<file path="config.mk">
export PLATFORM = sky130hd
export DESIGN_NAME = motorPool
export DESIGN_NICKNAME = d
export VERILOG_FILES = /design/src/source/neuronPkg.sv /design/src/source/izhNeuronBank.sv /design/src/source/motorPool.sv
export SDC_FILE = /design/constraint.sdc
export NUM_CORES = 2
export LEC_CHECK = 0
export BUFFER_PORTS_ARGS = -buffer_cell sky130_fd_sc_hd__buf_4
export CAP_MARGIN = 15
export CORE_UTILIZATION = 65
export CTS_BUF_LIST = sky130_fd_sc_hd__clkbuf_16
export CTS_CLUSTER_SIZE = 28
export DETAILED_ROUTE_END_ITERATION = 16
export PLACE_DENSITY = 0.87
export SLEW_MARGIN = 30
export SYNTH_ARGS = -nofsm -noshare
export SYNTH_HDL_FRONTEND = slang
export SYNTH_HIERARCHICAL = 1
export SYNTH_SLANG_ARGS = --single-unit
export TNS_END_PERCENT = 5
</file>
<file path="constraint.sdc">
create_clock -name rawclk -period 29.9 [get_ports rawclk]
set_input_delay 1.495 -clock rawclk [delete_from_list [all_inputs] [get_ports rawclk]]
set_output_delay 1.495 -clock rawclk [all_outputs]
set_load 0.005 [all_outputs]
</file>
<file path="src/source/neuronPkg.sv">
`default_nettype none

package neuronPkg;

    ////////////////////////////////////////////////////////////
    // fixed point format
    ////////////////////////////////////////////////////////////

    // v, u and synaptic current share one word, 2.16 two's complement
    localparam int stateWidth = 18;

    // spike and event counters
    localparam int countWidth = 16;

    ////////////////////////////////////////////////////////////
    // izhikevich constants
    ////////////////////////////////////////////////////////////

    // a = 1/8, b = 1/4 as right shifts
    localparam logic [3:0] shiftA = 4'd3;
    localparam logic [3:0] shiftB = 4'd2;

    // after-spike potential, -0.65
    localparam logic signed [stateWidth-1:0] resetC = 18'sh3_599A;
    // recovery bump per spike, 0.08
    localparam logic signed [stateWidth-1:0] bumpD = 18'sh0_147A;
    // firing level, +0.30
    localparam logic signed [stateWidth-1:0] spikeThreshold = 18'sh0_4CCC;

    // synapse: fixed weight per event, decay by 1/4 per frame
    localparam logic [stateWidth-1:0] synWeight = 18'h0_1000;
    localparam logic [3:0] synTau = 4'd2;

    ////////////////////////////////////////////////////////////
    // slot phases, in the order the sequencer walks them
    ////////////////////////////////////////////////////////////
    localparam logic [1:0] phaseAdvance = 2'd0;
    localparam logic [1:0] phaseRead = 2'd1;
    localparam logic [1:0] phaseCompute = 2'd2;
    localparam logic [1:0] phaseWrite = 2'd3;

endpackage

`default_nettype wire

</file>
<file path="src/source/izhNeuronBank.sv">
`timescale 1ns/1ps
`default_nettype none

module izhNeuronBank #(
    parameter int indexWidth = 4
) (
    input wire rawclk,
    input wire rstN,
    input wire tick,
    input wire [1:0] phase,
    input wire [indexWidth-1:0] neuronIndex,
    input wire signed [neuronPkg::stateWidth-1:0] synCurrent,
    output logic spike,
    output logic spikeValid
);

    localparam int poolSize = 2 ** indexWidth;
    // headroom for 5v and 4v^2 before the step is scaled
    localparam int wideWidth = 26;
    // euler step dt = 1/16
    localparam int dtShift = 4;
    // resting drive 1.40 in 2.16
    localparam logic signed [wideWidth-1:0] restBias = 26'sh1_6666;

    // per-neuron state
    logic signed [neuronPkg::stateWidth-1:0] vMem [poolSize];
    logic signed [neuronPkg::stateWidth-1:0] uMem [poolSize];

    // loaded pair and held input of the current slot
    logic signed [neuronPkg::stateWidth-1:0] vCur;
    logic signed [neuronPkg::stateWidth-1:0] uCur;
    logic signed [neuronPkg::stateWidth-1:0] iHold;

    logic signed [2*neuronPkg::stateWidth-1:0] vSq;
    logic signed [wideWidth-1:0] vWide;
    logic signed [wideWidth-1:0] uWide;
    logic signed [wideWidth-1:0] vDelta;
    logic signed [wideWidth-1:0] uDelta;
    logic signed [wideWidth-1:0] vNext;
    logic signed [wideWidth-1:0] uNext;
    logic fired;
    logic signed [neuronPkg::stateWidth-1:0] vWrite;
    logic signed [neuronPkg::stateWidth-1:0] uWrite;

    ////////////////////////////////////////////////////////////
    // slot load
    ////////////////////////////////////////////////////////////
    always_ff @(posedge rawclk) begin
        if (tick && (phase == neuronPkg::phaseRead)) begin
            vCur <= vMem[neuronIndex];
            uCur <= uMem[neuronIndex];
        end
        // input sampled once, after any event landed at the read tick
        if (tick && (phase == neuronPkg::phaseCompute)) begin
            iHold <= synCurrent;
        end
    end

    ////////////////////////////////////////////////////////////
    // update, v in units of 100 mV
    ////////////////////////////////////////////////////////////
    assign vWide = wideWidth'(vCur);
    assign uWide = wideWidth'(uCur);
    assign vSq = vCur * vCur;

    // 4v^2 + 5v + 1.40 - u + I
    assign vDelta = wideWidth'(vSq >>> 14) + (vWide <<< 2) + vWide + restBias
                    - uWide + wideWidth'(iHold);
    assign vNext = vWide + (vDelta >>> dtShift);

    // a(bv - u)
    assign uDelta = ((vWide >>> neuronPkg::shiftB) - uWide) >>> neuronPkg::shiftA;
    assign uNext = uWide + uDelta;

    assign fired = vNext >= wideWidth'(neuronPkg::spikeThreshold);

    // reset on spike, else keep the integrated pair
    assign vWrite = fired ? neuronPkg::resetC : neuronPkg::stateWidth'(vNext);
    assign uWrite = fired ? neuronPkg::stateWidth'(uNext + wideWidth'(neuronPkg::bumpD))
                          : neuronPkg::stateWidth'(uNext);

    // flagged in the write tick itself
    assign spikeValid = tick && (phase == neuronPkg::phaseWrite);
    assign spike = spikeValid && fired;

    ////////////////////////////////////////////////////////////
    // write back
    ////////////////////////////////////////////////////////////
    always_ff @(posedge rawclk or negedge rstN) begin
        if (!rstN) begin
            for (int i = 0; i < poolSize; i++) begin
                vMem[i] <= neuronPkg::resetC;
                uMem[i] <= '0;
            end
        end else if (spikeValid) begin
            vMem[neuronIndex] <= vWrite;
            uMem[neuronIndex] <= uWrite;
        end
    end

endmodule

`default_nettype wire

</file>
<file path="src/source/motorPool.sv">
`timescale 1ns/1ps
`default_nettype none

module motorPool #(
    parameter int indexWidth = 4
) (
    input wire rawclk,
    input wire rstN,
    input wire tick,
    input wire [1:0] phase,
    input wire [indexWidth-1:0] neuronIndex,
    input wire headValid,
    input wire [indexWidth-1:0] headIndex,
    input wire [15:0] mnGain,
    output logic eventPop,
    output logic mnSpike,
    output logic mnSpikeValid,
    output logic [indexWidth-1:0] mnSpikeIndex,
    output logic [neuronPkg::countWidth-1:0] mnSpikeCount,
    output logic [neuronPkg::countWidth-1:0] eventCount
);

    localparam int poolSize = 2 ** indexWidth;
    localparam logic [33:0] currentMax = 34'h0_0001_FFFF;

    // synaptic current per motoneuron, never negative
    logic [neuronPkg::stateWidth-1:0] synMem [poolSize];

    logic [neuronPkg::stateWidth-1:0] indexCurrent;
    logic [33:0] gainProduct;
    logic signed [neuronPkg::stateWidth-1:0] mnCurrent;

    ////////////////////////////////////////////////////////////
    // event delivery
    ////////////////////////////////////////////////////////////

    // head waits until its own neuron comes round
    assign eventPop = tick && (phase == neuronPkg::phaseRead) && headValid
                      && (headIndex == neuronIndex);

    always_ff @(posedge rawclk or negedge rstN) begin
        if (!rstN) begin
            for (int i = 0; i < poolSize; i++) begin
                synMem[i] <= '0;
            end
        end else if (eventPop) begin
            // at most one event per slot, so the sum stays small
            synMem[neuronIndex] <= synMem[neuronIndex] + neuronPkg::synWeight;
        end else if (tick && (phase == neuronPkg::phaseWrite)) begin
            // decay once per frame
            synMem[neuronIndex] <= synMem[neuronIndex]
                                   - (synMem[neuronIndex] >> neuronPkg::synTau);
        end
    end

    ////////////////////////////////////////////////////////////
    // motoneurons
    ////////////////////////////////////////////////////////////
    assign indexCurrent = synMem[neuronIndex];
    assign gainProduct = indexCurrent * mnGain;
    // saturate to positive range
    assign mnCurrent = (gainProduct > currentMax)
                       ? neuronPkg::stateWidth'(currentMax)
                       : neuronPkg::stateWidth'(gainProduct);

    izhNeuronBank #(
        .indexWidth(indexWidth)
    ) motorBank (
        .rawclk(rawclk),
        .rstN(rstN),
        .tick(tick),
        .phase(phase),
        .neuronIndex(neuronIndex),
        .synCurrent(mnCurrent),
        .spike(mnSpike),
        .spikeValid(mnSpikeValid)
    );

    assign mnSpikeIndex = neuronIndex;

    // spike and delivery totals
    always_ff @(posedge rawclk or negedge rstN) begin
        if (!rstN) begin
            mnSpikeCount <= '0;
            eventCount <= '0;
        end else begin
            if (mnSpike) begin
                mnSpikeCount <= mnSpikeCount + 1'b1;
            end
            if (eventPop) begin
                eventCount <= eventCount + 1'b1;
            end
        end
    end

endmodule

`default_nettype wire

</file>
[Word level (Yosys, flattened, before mapping)]
Cells that the tools add are included.
Storage, ports and cells
  register bits: 950
  output and inout port bits: 39
  latch bits: 0
  bits of input ports: 30
  ROM bits: 0
  word-level logic and storage cells: 104
  bits in writable memories: 0
  memories kept: 0
Cells by class
  multiplexer cells: 19
  magnitude comparators: 4
  bitwise gates (word level): 1
  multiply operators: 2
  eq/ne operators: 4
  add/sub/neg operators: 13
  div/mod/pow operators: 0
  shift-type cells: 0
  reduce and logical (&&, ||, !) cells: 8
Operators by type and width (count)
  $bwmux W288: 4
  $mux W288: 2
  $bmux W18 S4: 3
  $mux W18: 9
  $demux W18 S4: 1
  $mul A18 B18 Y36: 1
  $gt A34 B17 Y1 const B: 1
  $mul A18 B16 Y34: 1
  $add A16 B1 Y16 const B: 2
  $add A26 B18 Y26: 1
  $add A26 B18 Y26 const B: 1
  $ge A26 B16 Y1 const B: 1
  $sub A26 B18 Y26: 1
  $add A23 B18 Y24: 1
  $add A18 B22 Y23: 1
  $add A22 B20 Y23: 1
  $sub A16 B18 Y19: 1
  $add A18 B13 Y18 const B: 1
  $add A18 B14 Y18 const B: 1
  $add A18 B16 Y18: 1
  $sub A18 B16 Y18: 1
  $logic_and A1 B1 Y1: 7
  $ge A5 B5 Y1 const B: 1
  $lt A5 B1 Y1 const B: 1
  other kinds (5): 6

[Depth between registers and ports, before layout]
  depth in word-level cells: 10
  mapped depth: 63
  gate-level depth less buffers: 59

[Cells and area by module]
The synthesis kept the hierarchy.
Modules (own cells, without submodules)
  izhNeuronBank: cells an instance 3943, sequential area each 16235.6 sq um, instances 1, area an instance 41987.8 sq um
  motorPool: cells an instance 2570, sequential area each 8007.7 sq um, instances 1, area an instance 25057.8 sq um

[Worst setup path before layout]
OpenSTA, ideal clock, no wires.
  path kind: register to output
  start: register motorBank/vCur[11] (netlist name)
  end: output port mnSpike
  path slack: 16.417 ns
  data arrival time: 11.988 ns
  buffers on the path: 6
  cell stages (with the launch flop): 50
  required time: 28.405 ns
  cells stage by stage: edfxtp_1 > clkbuf_1 > inv_1 > clkbuf_1 > nor2_1 > fa_1 > fa_1 > inv_1 > fa_1 > inv_1 > fa_1 > fa_1 > inv_1 > fa_1 > inv_1 > ha_1 > a21o_1 > a21oi_1 > (+14 left out) > o21a_1 > o21ai_0 > nand2b_1 > xor2_1 > ha_1 > clkbuf_1 > a21o_1 > nand2b_1 > nor3b_2 > a211oi_1 > nor2b_1 > a2111o_1 > or4_4 > o31ai_4 > buf_6 > buf_4 > buf_6 > nor2_1
Between the ends
  word-level cells in the longest chain between the ends: 9
Ends and longest elaborated chain
  start, declared: line izhNeuronBank.sv:30  | logic signed [neuronPkg::stateWidth-1:0] vCur;
  start signal, assigned: line izhNeuronBank.sv:50  | vCur <= vMem[neuronIndex];
  $mul A18 B18 Y36: line izhNeuronBank.sv:64  | assign vSq = vCur * vCur;
  $add A22 B20 Y23: line izhNeuronBank.sv:67  | assign vDelta = wideWidth'(vSq >>> 14) + (vWide <<< 2) + vWide + restBias
  $add A23 B18 Y24: line izhNeuronBank.sv:67
  $add A26 B18 Y26: line izhNeuronBank.sv:67
  $sub A26 B18 Y26: line izhNeuronBank.sv:68  | - uWide + wideWidth'(iHold);
  $add A26 B18 Y26: line izhNeuronBank.sv:68
  $add A18 B22 Y23 *: line izhNeuronBank.sv:69  | assign vNext = vWide + (vDelta >>> dtShift);
  $ge A26 B16 Y1 *: line izhNeuronBank.sv:75  | assign fired = vNext >= wideWidth'(neuronPkg::spikeThreshold);
  $logic_and A1 B1 Y1 *: line izhNeuronBank.sv:84  | assign spike = spikeValid && fired;
  end, declared: line motorPool.sv:16  | output logic mnSpike,
Every way passes the cells marked *; elsewhere a longest branch is shown, timed or not.

[Worst setup path after layout]
  start: register motorBank/vCur[5] (netlist name)
  end: output port mnSpike
The elaborated chain is that of the path after synthesis.

==> metrics.txt <==
TritonCTS Sinks 950; Worst Path Arrival 14.58 ns; Layout Skew 0.0770 ns; Nets 7308; Crit path largest cell delay 0.85 ns; Residual DRC 0; Critical Path End Type output pin; Synth Area in Compound Gates 9.96%; cell row count 117; highest-count cells in the layout ignoring fill and taps 1131 x nand2_1, 787 x o21ai_0, 767 x inv_1; fraction of layout cells with a size suffix above 1 12.5%; cts repair resizes 0; Ports 69; synthesis warning total 6; die area 104000 µm²; CTS buffer count 95; via/cell ratio 6.43; initial antenna violation count 2; Final period util 53.8%; number of enable flip-flop cells after synthesis 54; vias in the first global route 52800; syn nets 7451; post-synthesis cell type count 92; CORE AREA 102000 µm²; startpoint types flip-flop; Post-synth top flop dfrtp_1; Yosys reg bits 950; post-synthesis simple-gate area fraction 11.7%; Top Metal Used met5; Max Fclk 0.0622 GHz; Slowest-stage cell, CP edfxtp_1; root buffer cell clkbuf_16; Routed Antenna Nets 0; peak fanout along the critical path 36; total grt overflow 0; Skew-Pair Late Insertion Delay 0.72 ns; Slew @ Worst Pin 1.03 ns; M1 WL 65300 µm; # Post-CTS Setup Buffers 0; setup_tns 0 ns; commonest non-fill, non-tap cell in the layout nand2_1; Util after Layout 70.2%; critical path required time 28.41 ns; routability cong. 1.00; largest family of logic cells by synthesized area adder cells; Area Overhead vs Synth 6.88%; first-pass GRT wire length 283000 µm; I/O Buffers 68; register area 24200 µm²; Syn Inst Count 6513; final number of setup-violating endpoints 0; Crit path top cell by count fa_1; post-synthesis sequential area ratio 36.2%; WS Path Type reg -> out; CTS tree done; CTS max path bufs 3; Tot GR Track Use 34.8%; Synth Area in XOR/XNOR 2.40%; vias after detailed routing 50300; Async SR Flop Fraction 94.3%; clock-pin slew on the worst setup and hold paths 0.07 ns; post-DR wirelength/cell 22.7 µm; Post-Route WL 177000 µm; H-tree Lvls 3; multi-input logic area 38500 µm²; unrepaired setup endpoints after global routing no; proportion of synthesized area in mux cells 9.67%; DR iter-0 viols 5749; TritonRoute pass-1 iters 6; diode count 0; outcome finished, final reports clean; cts hold-fix bufs 0; DP Wirelength 116000 µm; min-delay worst type reg -> reg; Die Width 323 µm; final-report hold violation count 0; routed length on met3 19800 µm; Post-Synth Adder-Cell Area 23.4%; Syn Std Cell Area 67000 µm²; minimum clock period 16.07 ns; Rel. slew slack 31.4%; fill count 6676; die height 323 µm; max-cap violations 0; fin. max-slew vios 0; routed wl met2 84700 µm; largest net degree at the start of global routing 187; Initial Util 65.7%; Synth Area per Inst 10.3 µm²
-- kinds of logic after synthesis --
kind of cell               count (synthesis)
muxes                                    303
other                                      1
DFF                                      950
xor gates and xnor gates                 178
AOI/OAI and AO/OA                       1214
and+or+nand+nor                         1815
buffers and inverters                   1144
adders and majority gates                908
-- critical path, delay by kind of cell (launching register included) --
kind | cells | cell delay [ns]
compound gates | 11 | 2.84
xor+xnor | 2 | 0.34
fa+ha+maj | 12 | 5.58
buf+inv | 8 | 1.51
flops | 1 | 0.85
simple gates | 14 | 2.69
-- layer usage --
| layer | global-route usage (%) | vias to the layer above |
|---|---|---|
| met5 | 0 | - |
| met4 | 14.2 | 4 |
| met3 | 8.20 | 658 |
| met2 | 55.8 | 3260 |
| met1 | 46.2 | 25200 |
| li1 | - | 21200 |
-- metrics by stage --
step                cells  area, µm²  hold WS [ns]  worst slack (ns)
CTS                  7813      71500         0.468             13.95
global route         7818      71700         0.481             13.14
floorplan            6513      67000         0.441             16.42
finish               7818      71700         0.471             13.83
global placement     7636      68300         0.450             15.01
detailed placement   7636      68400         0.459             14.79
-- layout make-up --
type	count	share of cell area [%]
multi-input combinational	4419	53.7
sequential	950	33.8
inverter	767	4.02
clock buffer	97	3.39
tap	1368	2.39
timing repair buffer	137	1.67
clock inverter	80	0.967
-- cells in the mapped netlist (54+ instances only) --
master,number,area [µm²]
dfstp_2,160,4200
mux4_2,248,5590
xnor2_1,107,937
edfxtp_1,54,1620
dfrtp_1,736,18400
o21ai_0,787,3940
nor2_1,276,1040
a21oi_1,198,991
ha_1,328,4100
clkbuf_1,281,1050
inv_1,751,2820
nand2_1,1144,4290
and2_1,157,982
xor2_1,64,561
fa_1,580,11600
-- sequential cells by signal (all words and copies together) (netlist names) --
| name | flops |
|---|---|
| motorBank/uCur | 18 |
| motorBank/iHold | 18 |
| motorBank/vCur | 18 |
| eventCount | 16 |
| motorBank/uMem | 288 |
| motorBank/vMem | 288 |
| mnSpikeCount | 16 |
| synMem | 288 |
-- path summary, 6_finish.rpt --
| kind | start | endpoint | cells past startpoint | slack, ns |
|---|---|---|---|---|
| worst max-delay path | motorBank/vCur[5]$_DFFE_PP_ | mnSpike | 47 | 13.83 |
| worst min-delay path | motorBank/vMem[287]$_DFFE_PN1P_ | motorBank/vMem[287]$_DFFE_PN1P_ | 2 | 0.47 |
| worst min register to register | motorBank/vMem[287]$_DFFE_PN1P_ | motorBank/vMem[287]$_DFFE_PN1P_ | 2 | 0.47 |
| worst max register to register | motorBank/vCur[5]$_DFFE_PP_ | mnSpikeCount[15]$_DFFE_PN0P_ | 52 | 15.19 |
| max in group asynchronous | rstN | motorBank/vMem[48]$_DFFE_PN1P_ | 6 | 26.14 |
| min in group asynchronous | rstN | synMem[167]$_DFFE_PN0P_ | 1 | 0.70 |
Power is not shown: default switching activity piles up to over one toggle a cycle in this logic, so the estimate is an artifact.
