[config.mk]
export PLATFORM = sky130hd
export DESIGN_NAME = afferentSource
export DESIGN_NICKNAME = d
export VERILOG_FILES = /design/src/source/neuronPkg.sv /design/src/source/izhNeuronBank.sv /design/src/source/afferentSource.sv
export SDC_FILE = /design/constraint.sdc
export NUM_CORES = 2
export LEC_CHECK = 0
export BUFFER_PORTS_ARGS = -buffer_cell sky130_fd_sc_hd__buf_2
export CAP_MARGIN = 20
export CORE_MARGIN = 2
export CORE_UTILIZATION = 45
export DETAILED_ROUTE_END_ITERATION = 8
export PLACE_DENSITY = 0.6
export SYNTH_ARGS = -nofsm -noshare
export SYNTH_HDL_FRONTEND = slang
export SYNTH_SLANG_ARGS = --single-unit
export TNS_END_PERCENT = 5
[constraint.sdc]
create_clock -name rawclk -period 15.4 [get_ports rawclk]
set_input_delay 3.08 -clock rawclk [delete_from_list [all_inputs] [get_ports rawclk]]
set_output_delay 3.08 -clock rawclk [all_outputs]
set_load 0.01 [all_outputs]
[src/source/neuronPkg.sv]
`default_nettype none

package neuronPkg;

    ////////////////////////////////////////////////////////////
    // fixed point format
    ////////////////////////////////////////////////////////////

    // v, u and synaptic current share one word, 2.16 two's complement
    localparam int stateWidth = 18;

    // spike and event counters
    localparam int countWidth = 16;

    ////////////////////////////////////////////////////////////
    // izhikevich constants
    ////////////////////////////////////////////////////////////

    // a = 1/8, b = 1/4 as right shifts
    localparam logic [3:0] shiftA = 4'd3;
    localparam logic [3:0] shiftB = 4'd2;

    // after-spike potential, -0.65
    localparam logic signed [stateWidth-1:0] resetC = 18'sh3_599A;
    // recovery bump per spike, 0.08
    localparam logic signed [stateWidth-1:0] bumpD = 18'sh0_147A;
    // firing level, +0.30
    localparam logic signed [stateWidth-1:0] spikeThreshold = 18'sh0_4CCC;

    // synapse: fixed weight per event, decay by 1/4 per frame
    localparam logic [stateWidth-1:0] synWeight = 18'h0_1000;
    localparam logic [3:0] synTau = 4'd2;

    ////////////////////////////////////////////////////////////
    // slot phases, in the order the sequencer walks them
    ////////////////////////////////////////////////////////////
    localparam logic [1:0] phaseAdvance = 2'd0;
    localparam logic [1:0] phaseRead = 2'd1;
    localparam logic [1:0] phaseCompute = 2'd2;
    localparam logic [1:0] phaseWrite = 2'd3;

endpackage

`default_nettype wire

[src/source/izhNeuronBank.sv]
`timescale 1ns/1ps
`default_nettype none

module izhNeuronBank #(
    parameter int indexWidth = 4
) (
    input wire rawclk,
    input wire rstN,
    input wire tick,
    input wire [1:0] phase,
    input wire [indexWidth-1:0] neuronIndex,
    input wire signed [neuronPkg::stateWidth-1:0] synCurrent,
    output logic spike,
    output logic spikeValid
);

    localparam int poolSize = 2 ** indexWidth;
    // headroom for 5v and 4v^2 before the step is scaled
    localparam int wideWidth = 26;
    // euler step dt = 1/16
    localparam int dtShift = 4;
    // resting drive 1.40 in 2.16
    localparam logic signed [wideWidth-1:0] restBias = 26'sh1_6666;

    // per-neuron state
    logic signed [neuronPkg::stateWidth-1:0] vMem [poolSize];
    logic signed [neuronPkg::stateWidth-1:0] uMem [poolSize];

    // loaded pair and held input of the current slot
    logic signed [neuronPkg::stateWidth-1:0] vCur;
    logic signed [neuronPkg::stateWidth-1:0] uCur;
    logic signed [neuronPkg::stateWidth-1:0] iHold;

    logic signed [2*neuronPkg::stateWidth-1:0] vSq;
    logic signed [wideWidth-1:0] vWide;
    logic signed [wideWidth-1:0] uWide;
    logic signed [wideWidth-1:0] vDelta;
    logic signed [wideWidth-1:0] uDelta;
    logic signed [wideWidth-1:0] vNext;
    logic signed [wideWidth-1:0] uNext;
    logic fired;
    logic signed [neuronPkg::stateWidth-1:0] vWrite;
    logic signed [neuronPkg::stateWidth-1:0] uWrite;

    ////////////////////////////////////////////////////////////
    // slot load
    ////////////////////////////////////////////////////////////
    always_ff @(posedge rawclk) begin
        if (tick && (phase == neuronPkg::phaseRead)) begin
            vCur <= vMem[neuronIndex];
            uCur <= uMem[neuronIndex];
        end
        // input sampled once, after any event landed at the read tick
        if (tick && (phase == neuronPkg::phaseCompute)) begin
            iHold <= synCurrent;
        end
    end

    ////////////////////////////////////////////////////////////
    // update, v in units of 100 mV
    ////////////////////////////////////////////////////////////
    assign vWide = wideWidth'(vCur);
    assign uWide = wideWidth'(uCur);
    assign vSq = vCur * vCur;

    // 4v^2 + 5v + 1.40 - u + I
    assign vDelta = wideWidth'(vSq >>> 14) + (vWide <<< 2) + vWide + restBias
                    - uWide + wideWidth'(iHold);
    assign vNext = vWide + (vDelta >>> dtShift);

    // a(bv - u)
    assign uDelta = ((vWide >>> neuronPkg::shiftB) - uWide) >>> neuronPkg::shiftA;
    assign uNext = uWide + uDelta;

    assign fired = vNext >= wideWidth'(neuronPkg::spikeThreshold);

    // reset on spike, else keep the integrated pair
    assign vWrite = fired ? neuronPkg::resetC : neuronPkg::stateWidth'(vNext);
    assign uWrite = fired ? neuronPkg::stateWidth'(uNext + wideWidth'(neuronPkg::bumpD))
                          : neuronPkg::stateWidth'(uNext);

    // flagged in the write tick itself
    assign spikeValid = tick && (phase == neuronPkg::phaseWrite);
    assign spike = spikeValid && fired;

    ////////////////////////////////////////////////////////////
    // write back
    ////////////////////////////////////////////////////////////
    always_ff @(posedge rawclk or negedge rstN) begin
        if (!rstN) begin
            for (int i = 0; i < poolSize; i++) begin
                vMem[i] <= neuronPkg::resetC;
                uMem[i] <= '0;
            end
        end else if (spikeValid) begin
            vMem[neuronIndex] <= vWrite;
            uMem[neuronIndex] <= uWrite;
        end
    end

endmodule

`default_nettype wire

[src/source/afferentSource.sv]
`timescale 1ns/1ps
`default_nettype none

module afferentSource #(
    parameter int indexWidth = 4,
    parameter int fifoDepthLog = 2
) (
    input wire rawclk,
    input wire rstN,
    input wire tick,
    input wire [1:0] phase,
    input wire [indexWidth-1:0] neuronIndex,
    input wire [15:0] driveRate,
    input wire [15:0] ppsCoef,
    input wire creditReturn,
    output logic eventPush,
    output logic [indexWidth-1:0] eventIndex,
    output logic [neuronPkg::countWidth-1:0] afferentSpikeCount,
    output logic [neuronPkg::countWidth-1:0] dropCount
);

    // largest positive current, just under 2.0
    localparam logic [31:0] currentMax = 32'h0001_FFFF;
    localparam logic [fifoDepthLog:0] creditInit = (fifoDepthLog+1)'(2 ** fifoDepthLog);

    logic [31:0] driveProduct;
    logic signed [neuronPkg::stateWidth-1:0] driveCurrent;
    logic affSpike;
    logic affValid;
    logic spikeOut;
    // free slots in the event buffer
    logic [fifoDepthLog:0] credits;
    logic hasCredit;

    // drive scaling, product lsb is one current lsb
    assign driveProduct = driveRate * ppsCoef;
    assign driveCurrent = (driveProduct > currentMax)
                          ? neuronPkg::stateWidth'(currentMax)
                          : neuronPkg::stateWidth'(driveProduct);

    izhNeuronBank #(
        .indexWidth(indexWidth)
    ) afferentBank (
        .rawclk(rawclk),
        .rstN(rstN),
        .tick(tick),
        .phase(phase),
        .neuronIndex(neuronIndex),
        .synCurrent(driveCurrent),
        .spike(affSpike),
        .spikeValid(affValid)
    );

    ////////////////////////////////////////////////////////////
    // credit side of the event link
    ////////////////////////////////////////////////////////////
    assign spikeOut = affValid && affSpike;
    assign hasCredit = credits != '0;
    assign eventPush = spikeOut && hasCredit;
    assign eventIndex = neuronIndex;

    always_ff @(posedge rawclk or negedge rstN) begin
        if (!rstN) begin
            credits <= creditInit;
        end else if (eventPush && !creditReturn) begin
            credits <= credits - 1'b1;
        end else if (creditReturn && !eventPush) begin
            credits <= credits + 1'b1;
        end
    end

    // spike totals, dropped ones counted apart
    always_ff @(posedge rawclk or negedge rstN) begin
        if (!rstN) begin
            afferentSpikeCount <= '0;
            dropCount <= '0;
        end else if (spikeOut) begin
            afferentSpikeCount <= afferentSpikeCount + 1'b1;
            if (!hasCredit) begin
                dropCount <= dropCount + 1'b1;
            end
        end
    end

endmodule

`default_nettype wire

After elaboration in Yosys (flattened, before gate mapping). Cells that the tools add are included.

Input port bits: 42. Output and inout bits: 37. Register bits: 665. Logic and storage cells: 90.

Bitwise gates (word level): 2. Magnitude comparators: 4. Multipliers: 2. $add $sub $neg: 13. Eq/ne operators: 3. Multiplexer cells: 14. Reductions and logical operators: 14.

Operator list (count): 288-bit bitwise mux (2); 18-bit binary-select mux with 4-bit select (2); 18-bit 2-to-1 mux (7); 18-bit demux with 4-bit select (1); 18-bit by 18-bit multiplier with 36-bit output (1); 16-bit by 1-bit adder with 16-bit output (second input constant) (2); 32-bit by 17-bit > comparator with 1-bit output (second input constant) (1); 16-bit by 16-bit multiplier with 32-bit output (1); 26-bit by 18-bit adder with 26-bit output (1); 26-bit by 18-bit adder with 26-bit output (second input constant) (1); 26-bit by 16-bit greater-or-equal comparator with 1-bit output (second input constant) (1); 26-bit by 18-bit subtractor with 26-bit output (1); 23-bit by 18-bit adder with 24-bit output (1); 18-bit by 22-bit adder with 23-bit output (1); 22-bit by 20-bit adder with 23-bit output (1); 16-bit by 18-bit subtractor with 19-bit output (1); 18-bit by 14-bit adder with 18-bit output (second input constant) (1); 18-bit by 16-bit adder with 18-bit output (1); 1-bit logical AND (9); 3-bit 2-to-1 mux (2); 5-bit greater-or-equal comparator (second input constant) (1); 5-bit by 1-bit < comparator with 1-bit output (second input constant) (1); 4-bit inverter with 5-bit output (1); 2-bit == test (second input constant) (2); other kinds (8) (9).

Logic depth before layout (Yosys ltp).
Depth in word-level cells: 15. Mapped depth: 69. Mapped depth without buffers: 66.

Modules after synthesis. Synthesis repeated with hierarchy kept, for this count alone.

Cell total of the unflattened synthesis: 5238. Area total of the unflattened synthesis: 53486.3 µm².

By module, submodules not included: izhNeuronBank (area an instance 43092.6 µm², times used 1, seq. area each 16235.6 µm², cells an instance 4078); afferentSource (area an instance 10393.7 µm², times used 1, seq. area each 877.1 µm², cells an instance 1160).

Worst setup path after synthesis. OpenSTA, ideal clock, no wires.

Path type: register to output. Start: reg afferentBank.vCur[0] (netlist bit). End: out eventPush. Data required time: 12320 ps. Stages on the path, launching flop included: 60. Path slack: -810 ps. Data arrival time: 13130 ps. Path through: edfxtp_1 clkbuf_1 clkinv_1 nor2_1 fa_1 fa_1 ha_1 fa_1 inv_1 fa_1 inv_1 fa_1 ha_1 or4_1 a21oi_1 a221oi_1 or2_2 o21a_1 [24 not listed] a211o_1 and2_1 nor3_1 nor2_1 ha_1 clkbuf_1 a21oi_1 o21bai_1 a21oi_1 nand2b_1 a31oi_1 or3_4 nand4b_4 and2_4 buf_6 buf_4 nand2_1 nor2_1.

Cells in the longest elaborated chain, start to end: 11.

RTL lines: start, declared (line izhNeuronBank.sv:30) `logic signed [neuronPkg::stateWidth-1:0] vCur;`; start signal, assigned (line izhNeuronBank.sv:50) `vCur <= vMem[neuronIndex];`; 18-bit by 18-bit multiplier with 36-bit output (line izhNeuronBank.sv:64) `assign vSq = vCur * vCur;`; 22-bit by 20-bit adder with 23-bit output (line izhNeuronBank.sv:67) `assign vDelta = wideWidth'(vSq >>> 14) + (vWide <<< 2) + vWide + restBias`; 23-bit by 18-bit adder with 24-bit output (line izhNeuronBank.sv:67); 26-bit by 18-bit adder with 26-bit output (line izhNeuronBank.sv:67); 26-bit by 18-bit subtractor with 26-bit output (line izhNeuronBank.sv:68) `- uWide + wideWidth'(iHold);`; 26-bit by 18-bit adder with 26-bit output (line izhNeuronBank.sv:68); 18-bit by 22-bit adder with 23-bit output * (line izhNeuronBank.sv:69) `assign vNext = vWide + (vDelta >>> dtShift);`; 26-bit by 16-bit greater-or-equal comparator with 1-bit output * (line izhNeuronBank.sv:75) `assign fired = vNext >= wideWidth'(neuronPkg::spikeThreshold);`; 1-bit logical AND * (line izhNeuronBank.sv:84) `assign spike = spikeValid && fired;`; 1-bit logical AND * (line afferentSource.sv:57) `assign spikeOut = affValid && affSpike;`; 1-bit logical AND * (line afferentSource.sv:59) `assign eventPush = spikeOut && hasCredit;`; end, declared (line afferentSource.sv:16) `output logic eventPush,`.

Every way passes the cells marked *; elsewhere a longest branch is shown, timed or not.

Worst setup path in the final report.
Start: reg afferentBank.vCur[9] (netlist bit). End: out eventPush.

Same word-level chain as after synthesis.

==> metrics.yaml <==
status: "finished, violations left"
violations: "setup timing"
area_growth_pct: 13.3
first_pass_iters: 6
yosysUniqueCellTypes: 96
arrival_ns: 12.96
place_hpwl_microns: 97300
syn_inst: 5245
hold_slack_ns: 0.457
async_reset_ff_frac: 0.919
grt_usage: 0.233
finClkSkew_ns: 0.0216
max_freq_ghz: 0.0623
cts_root_buf: "clkbuf_16"
dr.first_iter.drc_count: 2653
cap_violations: 0
cp-startpoint: "afferentBank.vCur[9]"
nets: 6406
cp_common_cell: "fa_1"
setup.worst_path.end_class: "primary output"
worstPathRequired_ns: 12.32
worst_slack_ns: -0.641
die_y_microns: 349
ios: 79
numPortBuffers: 78
synth_seq_cells: 665
route.vias.total: 37600
finalHoldViolCount: 0
postRouteAntennaNets: 0
crit_path_max_fanout: 5
synth_nets: 6163
cts_max_level: 3
startpoint_type: "flop"
final_common_cell: "nand2_1"
finalCriticalPeriod_ns: 16.04
routed_wirelength_microns: 138000
yosys_warnings: 0
antenna_found_initial: 2
via_per_inst: 5.31
final_cell_mix: "nand2_1, inv_1, o21ai_0"
min_period_over_period: 1.04
slowest_delay_ns: 0.54
clk_pin_slew_ns: 0.06
wl_per_cell_microns: 19.6
dieWidth_microns: 349
cts_num_sinks: 665
synth_edf_count: 54
final_util: 0.514
worstSkewPairLatency_ns: 0.63
drv_slew: 0
dieArea_sq_mm: 0.122
rows: 126
maxSlewHeadroom: 0.294
core-area_sq_mm: 0.118
yosysSeqAreaShare: 0.320
holdBufCountCts: 0
cts_tree: "done"
ys.flop_type: "dfrtp_1"
route.detailed.drc: 0
grt_pass1_vias: 38900
start_util: 0.454
syn_area_per_cell_sq_um: 10.2
drive_gt1_frac: 0.202
pre_cts_slack_ns: -0.470
worst_slew_pin_slew_ns: 1.06
grt_max_degree: 117
grt_pass1_wl_microns: 222000
cts_made_buffers: 70
hp-start: "afferentSpikeCount[15]"
critPathKind: "reg2out"
rr_startpoint: "afferentBank.vCur[9]"
grt_overflow_total: 0
hold_class: "reg2reg"
crit_slowest_cell: "fa_1"
finalSetupViolCount: 1
gp_congestion: 0.900
rsz0062_at_grt: "true"
syn_area_sq_mm: 0.0535
clockBufferDepth: 3
==> cells in the mapped netlist (all sizes together), types with 5 or more instances <==
cell | n | area share
o21bai | 15 | 0.0021
a21boi | 10 | 0.0016
inv | 710 | 0.050
mux4 | 180 | 0.076
nand3b | 5 | 0.00070
nor2b | 20 | 0.0023
o21ai | 581 | 0.056
ha | 341 | 0.080
xnor2 | 107 | 0.018
nand2 | 868 | 0.061
mux2i | 5 | 0.0010
o211ai | 8 | 0.0012
mux2 | 34 | 0.0072
nor3b | 6 | 0.00084
a211o | 7 | 0.0011
o21a | 35 | 0.0049
nor3 | 47 | 0.0044
fa | 535 | 0.20
nand2b | 23 | 0.0027
edfxtp | 54 | 0.030
or2 | 14 | 0.0016
dfstp | 161 | 0.079
and4 | 6 | 0.00098
o31a | 6 | 0.0011
xor2 | 58 | 0.0095
a21o | 41 | 0.0058
and3 | 22 | 0.0026
a31oi | 25 | 0.0030
nand4b | 5 | 0.0011
clkbuf | 224 | 0.016
a211oi | 12 | 0.0017
and2 | 150 | 0.018
dfrtp | 450 | 0.21
buf | 49 | 0.0049
a2111oi | 8 | 0.0017
nand4 | 32 | 0.0037
a21oi | 93 | 0.0088
nand3 | 48 | 0.0045
a41oi | 5 | 0.00096
or3 | 19 | 0.0024
nor2 | 169 | 0.012
==> registers in the layout (all words and copies together), names as in the netlist <==
signal / cells
afferentBank.uCur: 18
dropCount: 16
credits: 3
afferentSpikeCount: 16
afferentBank.iHold: 18
afferentBank.vCur: 18
afferentBank.vMem: 288
afferentBank.uMem: 288
==> worst max-delay path: cells and delay by family (launching register included) <==
kind	cells	cell delay, ns
AO/OA/AOI/OAI	19	3.15
AND/OR/NAND/NOR	12	2.68
flip-flops	1	0.43
buffers and inverters	8	0.70
adder cells (fa/ha/maj)	13	4.95
XOR/XNOR	3	0.41
==> layout make-up <==
cell class,count,area [sq um]
Antenna cell,1,2.50
Clock buffer,103,2050
Clock inverter,25,260
Fill cell,10700,57300
Inverter,714,2690
Multi-Input combinational cell,3593,33300
Sequential cell,665,17100
Tap cell,1536,1920
Timing Repair Buffer,444,3280
==> stage by stage <==
step | setup TNS [ns] | area [sq um] | std cells
global placement | -0.300 | 57300 | 6903
CTS | -0.711 | 59900 | 7048
finish | -0.641 | 60600 | 7081
detailed placement | -0.470 | 57300 | 6905
floorplan | -0.0658 | 53600 | 5245
global route | -1.20 | 60600 | 7080
==> path summary, 6_finish.rpt <==
kind / end / cells after the start / slack, ns
max: eventPush / 55 / -0.64
min: afferentSpikeCount[15] / 1 / 0.46
max reg2reg: afferentBank.uMem[70] / 59 / 1.32
min reg2reg: afferentSpikeCount[15] / 1 / 0.46
max in group asynchronous: afferentBank.vMem[204] / 4 / 9.78
min in group asynchronous: afferentBank.uMem[158] / 1 / 2.53
==> cell families after synthesis <==
kind of cell | count (synthesis) | synth area share
other | 1 | 0.0000701
buffers and inverters | 987 | 0.0710
flip-flops | 665 | 0.320
XOR/XNOR | 165 | 0.0272
AND/OR/NAND/NOR | 1445 | 0.121
multiplexers | 219 | 0.0840
adder cells (fa/ha/maj) | 876 | 0.280
AO/OA/AOI/OAI | 887 | 0.0971
==> per-layer routing <==
metal | GRT usage | up-vias | part of all wire
met5 | 0 | - | 0
met4 | 0.0566 | 0 | 0.021
met3 | 0.0223 | 154 | 0.040
met2 | 0.383 | 751 | 0.48
met1 | 0.334 | 19000 | 0.46
li1 | - | 17700 | -
==> what timing repair did <==
item                                    CTS  global route
endpoints found under the setup margin    1             1
buffers inserted                         15            29
pin swaps                                33            76
resized for setup                        42            92
Power is left out: the tool's default activity adds up to more than one toggle a clock period on the data nets, which glitch-free logic cannot reach.
