===== config.mk =====
export PLATFORM = sky130hd
export DESIGN_NAME = spikeFifo
export DESIGN_NICKNAME = d
export VERILOG_FILES = /design/src/source/spikeFifo.sv
export SDC_FILE = /design/constraint.sdc
export NUM_CORES = 1
export LEC_CHECK = 0
export BUFFER_PORTS_ARGS = -buffer_cell sky130_fd_sc_hd__buf_2
export CAP_MARGIN = 20
export CORE_MARGIN = 5
export CORE_UTILIZATION = 48
export DETAILED_ROUTE_END_ITERATION = 12
export PLACE_DENSITY = 0.76
export SLEW_MARGIN = 20
export SYNTH_ARGS = -nofsm -noshare
export SYNTH_HDL_FRONTEND = slang
export SYNTH_SLANG_ARGS = --single-unit

===== constraint.sdc =====
create_clock -name rawclk -period 1 [get_ports rawclk]
set_input_delay 0 -clock rawclk [delete_from_list [all_inputs] [get_ports rawclk]]
set_output_delay 0 -clock rawclk [all_outputs]
set_load 0.05 [all_outputs]

===== src/source/spikeFifo.sv =====
`timescale 1ns/1ps
`default_nettype none

module spikeFifo #(
    parameter int indexWidth = 4,
    parameter int fifoDepthLog = 2
) (
    input wire rawclk,
    input wire rstN,
    input wire eventPush,
    input wire [indexWidth-1:0] eventIndex,
    input wire eventPop,
    output logic headValid,
    output logic [indexWidth-1:0] headIndex,
    output logic creditReturn
);

    localparam int depth = 2 ** fifoDepthLog;

    // queued neuron indices
    logic [indexWidth-1:0] slotMem [depth];

    // extra msb tells full from empty
    logic [fifoDepthLog:0] wrPtr;
    logic [fifoDepthLog:0] rdPtr;

    ////////////////////////////////////////////////////////////
    // storage
    ////////////////////////////////////////////////////////////

    // producer holds a credit for every push, so no full check here
    always_ff @(posedge rawclk) begin
        if (eventPush) begin
            slotMem[wrPtr[fifoDepthLog-1:0]] <= eventIndex;
        end
    end

    always_ff @(posedge rawclk or negedge rstN) begin
        if (!rstN) begin
            wrPtr <= '0;
            rdPtr <= '0;
        end else begin
            if (eventPush) begin
                wrPtr <= wrPtr + 1'b1;
            end
            if (eventPop) begin
                rdPtr <= rdPtr + 1'b1;
            end
        end
    end

    ////////////////////////////////////////////////////////////
    // head and credit
    ////////////////////////////////////////////////////////////
    assign headValid = wrPtr != rdPtr;
    assign headIndex = slotMem[rdPtr[fifoDepthLog-1:0]];

    // one credit back, a cycle after each pop
    always_ff @(posedge rawclk or negedge rstN) begin
        if (!rstN) begin
            creditReturn <= 1'b0;
        end else begin
            creditReturn <= eventPop;
        end
    end

endmodule

`default_nettype wire


## After elaboration in Yosys (flattened, before gate mapping)

Memories as Yosys holds them, arrays and structs flattened.
Index checks and enable logic that the tools add are counted.

| operators by class | value |
|---|---|
| add/subtract/negate cells | 2 |
| eq/ne operators | 1 |
| multiplexer cells | 2 |

Operator list:

| operator | count |
|---|---|
| adder 3 x 1 -> 3 bit (second input constant) | 2 |
| inequality test 3 bit | 1 |
| 2-to-1 mux 1 bit | 2 |

| storage, ports and cells | value |
|---|---|
| bits in registers | 7 |
| memory bits (writable) | 16 |
| input bits | 8 |
| output and inout port bits | 6 |
| memories | 1 |

Memory list:

| memory | depth | bits a word | rd ports | clocked after memory_dff | write ports | line | RTL |
|---|---|---|---|---|---|---|---|
| slotMem | 4 | 4 | 1 | 0 | 1 | 21 | `logic [indexWidth-1:0] slotMem [depth];` |

## Depth between registers and ports, before layout

Gate-level depths: netlist (run 1).

| depth | value |
|---|---|
| depth in word-level cells | 2 |
| mapped depth | 4 |

## Least setup slack after synthesis (run 1)

OpenSTA, ideal clock, no wires.

| timing | value |
|---|---|
| kind | flip-flop to output port |
| from | reg rdPtr[0] |
| to | out headIndex[0] |
| arrival time | 1131 ps |
| required time | 1000 ps |
| slack | -131 ps |
| stages on the path, launching flop included | 3 |
| path buffers | 1 |
| cells stage by stage | dfrtp_1 buf_6 mux4_2 |

| between the ends | value |
|---|---|
| word-level cells in the longest chain between the ends | 1 |

Ends and longest elaborated chain:

| element | line | RTL |
|---|---|---|
| from (decl) | 25 | `logic [fifoDepthLog:0] rdPtr;` |
| from (signal assigned) | 47 | `rdPtr <= rdPtr + 1'b1;` |
| memory read (4 x 4 bit) | -- |  |
| to (decl) | 14 | `output logic [indexWidth-1:0] headIndex,` |

Every way passes these cells.

## Worst setup path in the final report (run 1)

| timing | value |
|---|---|
| from | reg rdPtr[0] |
| to | out headIndex[3] |

The elaborated chain is that of the path after synthesis.

==> results of run 1 <==
-- flip-flops by register name, indices dropped and copies added (netlist names) --
register      flops
slotMem          16
rdPtr             3
wrPtr             3
creditReturn      1
-- what timing repair did --
action	in CTS	in global routing
pin swaps	2	1
gates resized for setup	29	0
buffers inserted	5	0
setup endpoints to repair	25	26
endpoints found under the hold margin	29	0
hold buffers	7	0
-- cell families (layout without fill, tap and decap cells) --
| family | after synthesis | count (layout) | share of synthesized area |
|---|---|---|---|
| XOR/XNOR | 7 | 7 | 0.06507 |
| AO/OA/AOI/OAI | 1 | 1 | 0.005307 |
| multiplexers | 5 | 5 | 0.1076 |
| buffers and inverters | 3 | 36 | 0.01992 |
| AND/OR/NAND/NOR | 7 | 7 | 0.03983 |
| adder cells (fa/ha/maj) | 5 | 5 | 0.06640 |
| flip-flops | 23 | 23 | 0.6959 |
-- cell usage in the layout, fill, tap and decap left out, drive strengths merged --
cell type,netlist,final
and2,4,4
buf,1,23
clkbuf,0,3
clkinv,0,1
dfrtp,7,7
dlygate4sd3,0,7
edfxtp,16,16
ha,5,5
inv,2,2
mux2,1,1
mux4,4,4
nand2,2,2
nand3,1,1
o21ai,1,1
xnor2,4,4
xor2,3,3
-- worst paths after layout --
| kind | start | to |
|---|---|---|
| worst max-delay path | rdPtr[0] | headIndex[3] |
| worst min-delay path | rstN | rdPtr[2] |
| worst max register to register | rdPtr[0] | rdPtr[1] |
| worst min register to register | wrPtr[2] | wrPtr[2] |
| max in group asynchronous | rstN | rdPtr[0] |
| min in group rawclk | eventPop | creditReturn |
-- final cells by class --
| type | count | area share |
|---|---|---|
| multi-input cells | 25 | 0.2528 |
| repair buffers | 30 | 0.1998 |
| clock buffers | 3 | 0.01673 |
| clock inverters | 1 | 0.003717 |
| flip-flops and latches | 23 | 0.4888 |
| inverters | 2 | 0.01301 |
| well taps | 27 | 0.02509 |
-- power groups by stage --
stage	combinational, W	sequential (W)	clock, W
floorplan	0.00126	0.00146	0
global placement	0.00165	0.00151	0
detailed placement	0.00168	0.00151	0
CTS	0.00238	0.00145	0.000418
global route	0.00257	0.00148	0.000458
finish	0.00240	0.00145	0.000402
-- through the flow --
stage / total power (W) / TNS (ps) / hold slack (ps) / cells
floorplan: 0.002723 / -1501 / -295.6 / 51
global placement: 0.003157 / -2964 / -162.0 / 95
detailed placement: 0.003191 / -3233 / -159.5 / 95
CTS: 0.004248 / -5224 / 44.91 / 111
global route: 0.004507 / -6268 / 45.42 / 111
finish: 0.004253 / -5269 / 48.72 / 111
-- routing by layer --
layer / wire length, µm / up-vias
met3: 32 / 2
met5: 0 / -
met2: 866 / 7
met4: 25 / 0
met1: 621 / 249
li1: - / 252
-- critical path: stages, from the launching register on --
cell,delay [ps]
dfrtp_2,470
mux4_2,530
buf_6,170
==> summary.md, run 1 <==
| Metric | Value |
|---|---|
| Failing checks | setup timing |
| Outcome | finished, violations left |
| Register bit total from synthesis | 23 |
| Vias in the first global route | 583 |
| Clock Sinks | 23 |
| DIE AREA | between 2000 and 3000 µm² |
| Mapped Cells | 51 |
| Worst slew pin tran | approximately 250 ps |
| Post-synth EDFFs | 16 |
| PwrDens | 3159 nW/µm² |
| Yosys Warn Count | 0 |
| Worst-path clk slew | 120 ps |
| Max-cap viol count | 0 |
| Critical setup path kind | reg2out |
| Layout area overhead | 42.89% |
| Post-synthesis sequential area ratio | 0.6959 |
| Endpoints failing setup | 26 |
| Die height | ~54 µm |
| Unrepaired setup endpoints after global routing | yes |
| Wire per inst | 13.93 µm |
| Setup crit end kind | output port |
| Fraction of power spent switching nets | 0.3797 |
| Leakage | 0.5241 nW |
| Reg2Reg Setup Slack | -290 ps |
| Worst slew margin | 0.8360 |
| Grt total ovfl | 0 |
| Cell variety after synth | 13 |
| Fmax | roughly 680 MHz |
| Final min period | roughly 1500 ps |
| Switching power | 0.001615 W |
| Internal | 0.002639 W |
| Global-route wire length before repair | 2.615 mm |
| Combinational share of power | 0.565 |
| Total Wirelength | ~1.5 mm |
| Post-route ant nets | 0 |
| DRT iter0 DRCs | 5 |
| Most crowded layer after global routing | met2 |
| Final core occ | 0.7005 |
| Worst-Skew Late Latency | 290 ps |
| List of most frequent post-synthesis cells | edfxtp_1, dfrtp_1, ha_1 |
| Cell Area, Placed | about 1100 µm² |
| Maximum fanout along the worst path | 5 |
| Core Area | roughly 1900 µm² |
| FP Rows | 16 |
| Async set or reset register ratio after synthesis | 0.3043 |
| Die Wd | 54.31 µm |
| Root Driver | clkbuf_4 |
| Total global-route track usage | 0.1305 |
| Clk network pwr share | 0.094 |
| Peak VDD IR | ~1.5 mV |
| GRT met1 Usage | 0.1503 |
| M2 GR Usage | 0.2371 |
| Number of buffers created by CTS | 3 |
| Footprint of the multi-input gates | between 300 and 400 µm² |
| Top cell type's share of synthesized area | 0.5100 |
| ANT cells | 0 |
| PortBufs | 13 |
| FF-to-FF path depth | 3 |
| Largest net degree at the start of global routing | 14 |
| Clock tree buffer depth | 2 |
| M3 GR Usage | 0.01635 |
| # IOs | 14 |
| Final instance area | 1346 µm² |
| Remaining DRCs | 0 |
| First drt pass iteration count | 4 |
| Routed vias | 510 |
| Synth area leader | edfxtp_1 |
| Startpoint type of the worst setup path | flop |
| Worst setup margin | -467.9 ps |
| Sequential Area | roughly 660 µm² |
| Initial Utilization | 0.4902 |
| Count leader, synth | edfxtp_1 |
| Hold WC Path Type | in2async |
| Top FF cell, synth | edfxtp_1 |
| H-tree depth | 1 |
| Final nets | between 90 and 100 |
| CTS tree | built |
| Syn nets | 64 |
| DP Worst Slack | -275.9 ps |
| Worst Path Required | 1000 ps |
| Worst Path Arrival | between 1000 and 1500 ps |
| Mapped Avg Cell Area | about 18 µm² |
| Initial antenna violation count | 0 |
| Post-Syn Area | between 900 and 1000 µm² |
| Sequential Power Share | 0.341 |
| Layout cell share with drive strength beyond 1 | 0.5476 |
| Final clock skew | 1.977 ps |
| Fill count | between 100 and 150 |
| Fin. max-slew vios | 0 |
| Final GP Congestion | approximately 0.71 |
| Top cells by area, synth | edfxtp_1, dfrtp_1, mux4_2 |
| Count of final hold-check violations | 0 |
| Tcrit/Tclk final | 1.468 |
| Vias/cell | 4.595 |
No activity file was read; power rests on OpenSTA's default activity.
==> inputs of run 2 (changes only) <==
- CORE_MARGIN: 5 -> 8
- RECOVER_POWER: unset -> 25
==> run 2 against run 1 <==
  * The run still ends with setup timing left
  * Sequential share of layout area hardly changed
  * Largest cell class unchanged
  * Setup slack worse by 45 ps
  * Routed wire length is 17% higher
  * Critical endpoint is now headIndex[0]
  * Utilization is 0.93 points higher
  * Clock-buffer cell count stayed put
==> summary.md, run 2 (same netlist as run 1, synthesis figures left out) <==
| Metric | Value |
|---|---|
| Outcome | finished, violations left |
| Failing checks | setup timing |
| Detail Placement HPWL | between 1 and 1.5 mm |
| Endpoints failing setup | 26 (unchanged) |
| Die height | 60.31 µm (+11%) |
| Core Area | 1902 µm² (-1.0%) |
| Setup crit end kind | output port |
| First drt pass iteration count | 2 (-2) |
| PortBufs | 13 (unchanged) |
| PwrDens | 3205 nW/µm² (+1.4%) |
| Initial Utilization | 0.4954 (+0.005160) |
| Critical setup path kind | reg2out |
| Max reg flops | 16 (unchanged) |
| Hold WC Path Type | in2async |
| Final GP Congestion | 0.6944 (-1.6%) |
| Worst setup margin | -513.0 ps (-45.11 ps) |
| Initial antenna violation count | 0 (unchanged) |
| Final clock skew | 7.481 ps (+5.504 ps) |
| Worst-Skew Late Latency | 310 ps (+20 ps) |
| Fill count | 122 (-14%) |
| DIE AREA | 3637 µm² (+23%) |
| FP Rows | 16 (unchanged) |
| CP max stage cell | mux4_2 |
| ANT cells | 0 (unchanged) |
| Tcrit/Tclk final | 1.513 (+0.04511) |
| Worst Path Required | 1000 ps (about the same) |
| Worst slew margin | 0.7273 (-0.1086) |
| Worst-path clk slew | 130 ps (about the same) |
| Post-route ant nets | 0 (unchanged) |
| Leakage | 0.5185 nW (-1.1%) |
| Maximum fanout along the worst path | 6 (+1) |
| H-tree depth | 1 (unchanged) |
| Vias in the first global route | 605 (+3.8%) |
| Worst slew pin tran | 409.0 ps (+161.2 ps) |
| Total global-route track usage | 0.1158 (-0.01461) |
| Routed vias | 556 (+9.0%) |
| Root Driver | clkbuf_4 |
| Fin. max-slew vios | 0 (unchanged) |
| Count of final hold-check violations | 0 (unchanged) |
| DRT iter0 DRCs | 4 (-1) |
| Grt total ovfl | 0 (unchanged) |
| Crit-path cells | mux4_2 -> buf_6 |
| Number of buffers created by CTS | 3 (unchanged) |
| Most frequent cells in the layout | edfxtp_1, buf_4, dlygate4sd3_1, buf_2, buf_6 |
| Reg2Reg Setup Slack | -300 ps (about the same) |
| CTS tree | built |
| Vias/cell | 4.964 (+8.0%) |
| Total Wirelength | 1.809 mm (+17%) |
| Peak VDD IR | 1.860 mV (+23%) |
| Final core occ | 0.7099 (+0.009347) |
| Startpoint type of the worst setup path | flop |
| Critical path's top delay family | multiplexers |
| Layout cell share with drive strength beyond 1 | 0.5765 (+0.02885) |
| Fmax | 661.0 MHz (-3.0%) |
| Die Wd | 60.31 µm (+11%) |
| Layout area overhead | 43.29% |
| Unrepaired setup endpoints after global routing | yes |
| Remaining DRCs | 0 (unchanged) |
| # IOs | 14 (unchanged) |
| CP peak stage delay | 540 ps (about the same) |
| Wire per inst | 16.15 µm (+16%) |
| Clock tree buffer depth | 2 (unchanged) |
| Max-cap viol count | 0 (unchanged) |
| Worst Path Arrival | 1510 ps (+40 ps) |
| CP Buf/Inv Count | 1 (unchanged) |
| TNS Setup | -5530 ps (-261.2 ps) |
| Largest net degree at the start of global routing | 15 (+1) |
| Clock Sinks | 23 (unchanged) |
| Final nets | 99 (+1.0%) |
| Most common cell after layout, fill and taps aside | edfxtp_1 |
| Global-route wire length before repair | 2.870 mm (+9.8%) |
| Final min period | 1513 ps (+45.11 ps) |
## run 2: worst paths after layout
path / start / to / cells past startpoint
hold reg to reg: rdPtr[2] / rdPtr[2] / 1
min in group rawclk: eventPop / creditReturn / 2
hold / removal: rstN / rdPtr[0] / 2
setup / recovery: rdPtr[0] / headIndex[0] / 2
max in group asynchronous: rstN / wrPtr[1] / 2
setup reg to reg: rdPtr[0] / rdPtr[1] / 3
## run 2: what timing repair did
| action | in CTS | in global routing |
|---|---|---|
| cloned | 0 | 0 |
| buffers inserted | 4 | 2 |
| pin swaps | 3 | 1 |
| endpoints found under the setup margin | 25 | 26 |
| resized for setup | 24 | 9 |
| hold buffers | 7 | 0 |
| hold endpoints to repair | 29 | 0 |
## run 2: layer usage
| layer | vias to the layer above | global-route usage | part of all wire |
|---|---|---|---|
| li1 | 256 | - | - |
| met1 | 286 | 0.1098 | 0.39 |
| met2 | 10 | 0.2088 | 0.54 |
| met3 | 4 | 0.02581 | 0.038 |
| met4 | 0 | 0.09184 | 0.026 |
| met5 | - | 0 | 0 |
## run 2: layout make-up
| class | instances | area, µm² | area share |
|---|---|---|---|
| clock buffers | 3 | 22.52 | 0.01668 |
| clock inverters | 1 | 7.507 | 0.005561 |
| inverters | 2 | 17.52 | 0.01298 |
| multi-input cells | 25 | 346.6 | 0.2567 |
| flip-flops and latches | 23 | 659.4 | 0.4884 |
| well taps | 27 | 33.78 | 0.02502 |
| repair buffers | 31 | 262.8 | 0.1946 |
## run 2: through the flow
step	hold slack (ps)	setup WS, ps	instance area (µm²)	power, W	std cells
detailed placement	-160.4	-293.7	1094	0.003169	96
global placement	-161.2	-269.5	1094	0.003125	96
global route	112.1	-572.6	1350	0.004535	112
CTS	25.82	-510.9	1316	0.004153	111
finish	101.9	-513.0	1350	0.004326	112
floorplan	-295.6	-131.2	960.9	0.002723	51
## run 2: report_power, final
group / total, W / switching, W / internal, W
combinational: 0.00242 / 0.00125 / 0.00117
sequential: 0.00147 / 0.000172 / 0.00130
clock: 0.000436 / 0.000283 / 0.000153
total: 0.00433 / 0.00170 / 0.00262
==> inputs of run 3 (changes only) <==
- CAP_MARGIN: 20 -> unset
- CELL_PAD_IN_SITES_DETAIL_PLACEMENT: unset -> 1
- CELL_PAD_IN_SITES_GLOBAL_PLACEMENT: unset -> 1
- CORE_UTILIZATION: 48 -> 41
==> run 3 against run 2 <==
  * The flow still finishes with violations (setup timing)
  * Critical path type unchanged
  * Worst hold slack better by 2.8 ps
  * Final cell count down 1.8%
  * Highest routed layer unchanged
  * Total power down 2.9%
  * Combinational power down 6%
  * Utilization down 11 points
  * Routed wire length down 0.72%
==> summary.md, run 3 (same netlist as run 1, synthesis figures left out) <==
| Metric | Value |
|---|---|
| CP Buf/Inv Count | 1 (unchanged) |
| Grt total ovfl | 0 (unchanged) |
| Final min period | 1513 ps (+0.4600 ps) |
| Layout cell share with drive strength beyond 1 | 0.5732 (-0.003300) |
| Final nets | 96 (-3.0%) |
| Fmax | 660.8 MHz (about the same) |
| Total global-route track usage | 0.09339 (-0.02246) |
| Hold WC Path Type | in2async |
| PwrDens | 3170 nW/µm² (-1.1%) |
| Most frequent cells in the layout | edfxtp_1, dlygate4sd3_1, buf_2 |
| Leakage | 0.5041 nW (-2.8%) |
| Count of final hold-check violations | 0 (unchanged) |
| Worst-Skew Late Latency | 310 ps (about the same) |
| Worst setup margin | -513.4 ps (-0.4600 ps) |
| DIE AREA | 4088 µm² (+12%) |
| FF-to-FF path depth | 3 (unchanged) |
| Fin Hold WS | 104.7 ps (+2.781 ps) |
| PortBufs | 13 (unchanged) |
| Initial Utilization | 0.4300 (-0.06535) |
| Clock tree buffer depth | 2 (unchanged) |
| CTS tree | built |
| Global-route wire length before repair | 2.725 mm (-5.1%) |
| Worst slew margin | 0.7361 (+0.008789) |
| Worst-path clk slew | 120 ps (about the same) |
| Outcome | finished, violations left |
| Maximum fanout along the worst path | 5 (-1) |
| TNS Setup | -5410 ps (+120.6 ps) |
| Tcrit/Tclk final | 1.513 (about the same) |
| Final instance area | 1325 µm² (-1.9%) |
| Fin. max-slew vios | 0 (unchanged) |
| Die height | 63.94 µm (+6.0%) |
| Cell Area, Placed | 1087 µm² (-0.57%) |
| Endpoints failing setup | 26 (unchanged) |
| Worst Path Required | 1000 ps (about the same) |
| Max reg flops | 16 (unchanged) |
| Most common cell after layout, fill and taps aside | edfxtp_1 |
| CP peak stage delay | 550 ps (about the same) |
| Crit-path cells | mux4_2 -> buf_6 |
| Fill count | 196 (+61%) |
| Final clock skew | 2.725 ps (-4.756 ps) |
| Peak VDD IR | 1.656 mV (-11%) |
| Post-route ant nets | 0 (unchanged) |
| Failing checks | setup timing |
| Startpoint type of the worst setup path | flop |
| Vias in the first global route | 559 (-7.6%) |
| Layout area overhead | 40.64% |
| DRT iter0 DRCs | 2 (-2) |
| Setup crit end kind | output port |
| Routed vias | 526 (-5.4%) |
| H-tree depth | 1 (unchanged) |
| Remaining DRCs | 0 (unchanged) |
| Largest net degree at the start of global routing | 15 (unchanged) |
| Unrepaired setup endpoints after global routing | yes |
| Detail Placement HPWL | 1.240 mm (+15%) |
| Total Wirelength | 1.796 mm (-0.72%) |
| Number of buffers created by CTS | 3 (unchanged) |
| Reg2Reg Setup Slack | -290 ps (about the same) |
| Core Area | 2191 µm² (+15%) |
| First drt pass iteration count | 2 (unchanged) |
| FP Rows | 17 (+1) |
| CP max stage cell | mux4_2 |
| # IOs | 14 (unchanged) |
| Final GP Congestion | 0.7559 (+8.9%) |
| Max-cap viol count | 0 (unchanged) |
| FF-to-FF End | rdPtr[1] |
| Critical setup path kind | reg2out |
| Total power | 0.004200 W (-2.9%) |
| Vias/cell | 4.782 (-3.7%) |
| Clock Sinks | 23 (unchanged) |
| Worst Path Arrival | 1510 ps (about the same) |
| ANT cells | 0 (unchanged) |
| Wire per inst | 16.33 µm (+1.1%) |
| Root Driver | clkbuf_4 |
| Die Wd | 63.94 µm (+6.0%) |
| Initial antenna violation count | 0 (unchanged) |
| Critical path's top delay family | multiplexers |
| Worst slew pin tran | 395.8 ps (-13.18 ps) |
| FF-to-FF Start | rdPtr[0] |
run 3: changes by cell type in the layout (fill, tap and decap cells not counted):
cell / before / now
buf_4: 8 / 6
buf_6: 7 / 6
inv_4: 0 / 1
inv_6: 2 / 1
nand2_1: 1 / 0
nand2_2: 1 / 2
run 3: worst max path at each step:
stage,startpoint,to,slack [ps],cells past startpoint
finish,rdPtr[0],headIndex[1],-510,2
global route,rdPtr[0],headIndex[1],-580,2
CTS,rdPtr[0],headIndex[1],-530,2
detailed placement,rdPtr[0],headIndex[1],-310,2
global placement,rdPtr[0],headIndex[2],-270,2
floorplan,rdPtr[0],headIndex[0],-130,2
run 3: cell type report:
| cell class | instances | area, µm² | area share |
|---|---|---|---|
| Clock buffer | 3 | 22.52 | 0.01700 |
| Clock inverter | 1 | 7.507 | 0.005666 |
| Inverter | 2 | 15.01 | 0.01133 |
| Multi-Input combinational cell | 25 | 349.1 | 0.2635 |
| Sequential cell | 23 | 659.4 | 0.4976 |
| Tap cell | 28 | 35.03 | 0.02644 |
| Timing Repair Buffer | 28 | 236.5 | 0.1785 |
run 3: timing repair:
action,4_1_cts,5_1_grt
buffers inserted,2,1
gates resized for setup,18,13
endpoints found under the setup margin,25,26
pin swaps,0,3
hold endpoints to repair,29,0
hold buffers,7,0
run 3: metrics by stage:
step | cells | util | worst slack [ps]
after floorplan | 51 | - | -131.2
after global placement | 96 | 0.4963 | -271.9
after detailed placement | 96 | 0.4963 | -305.2
after CTS | 109 | 0.5734 | -533.0
after global routing | 110 | 0.6048 | -578.5
final | 110 | 0.6048 | -513.4
run 3: layer usage:
metal	GRT usage	share of wire
met1	0.08705	0.39
met2	0.1669	0.55
met3	0.01568	0.019
met4	0.09192	0.040
met5	0	0
run 3: where the power goes:
group	internal, W	total, W	switching [W]
clock	0.000153	0.000429	0.000277
combinational	0.00110	0.00227	0.00117
sequential	0.00130	0.00150	0.000201
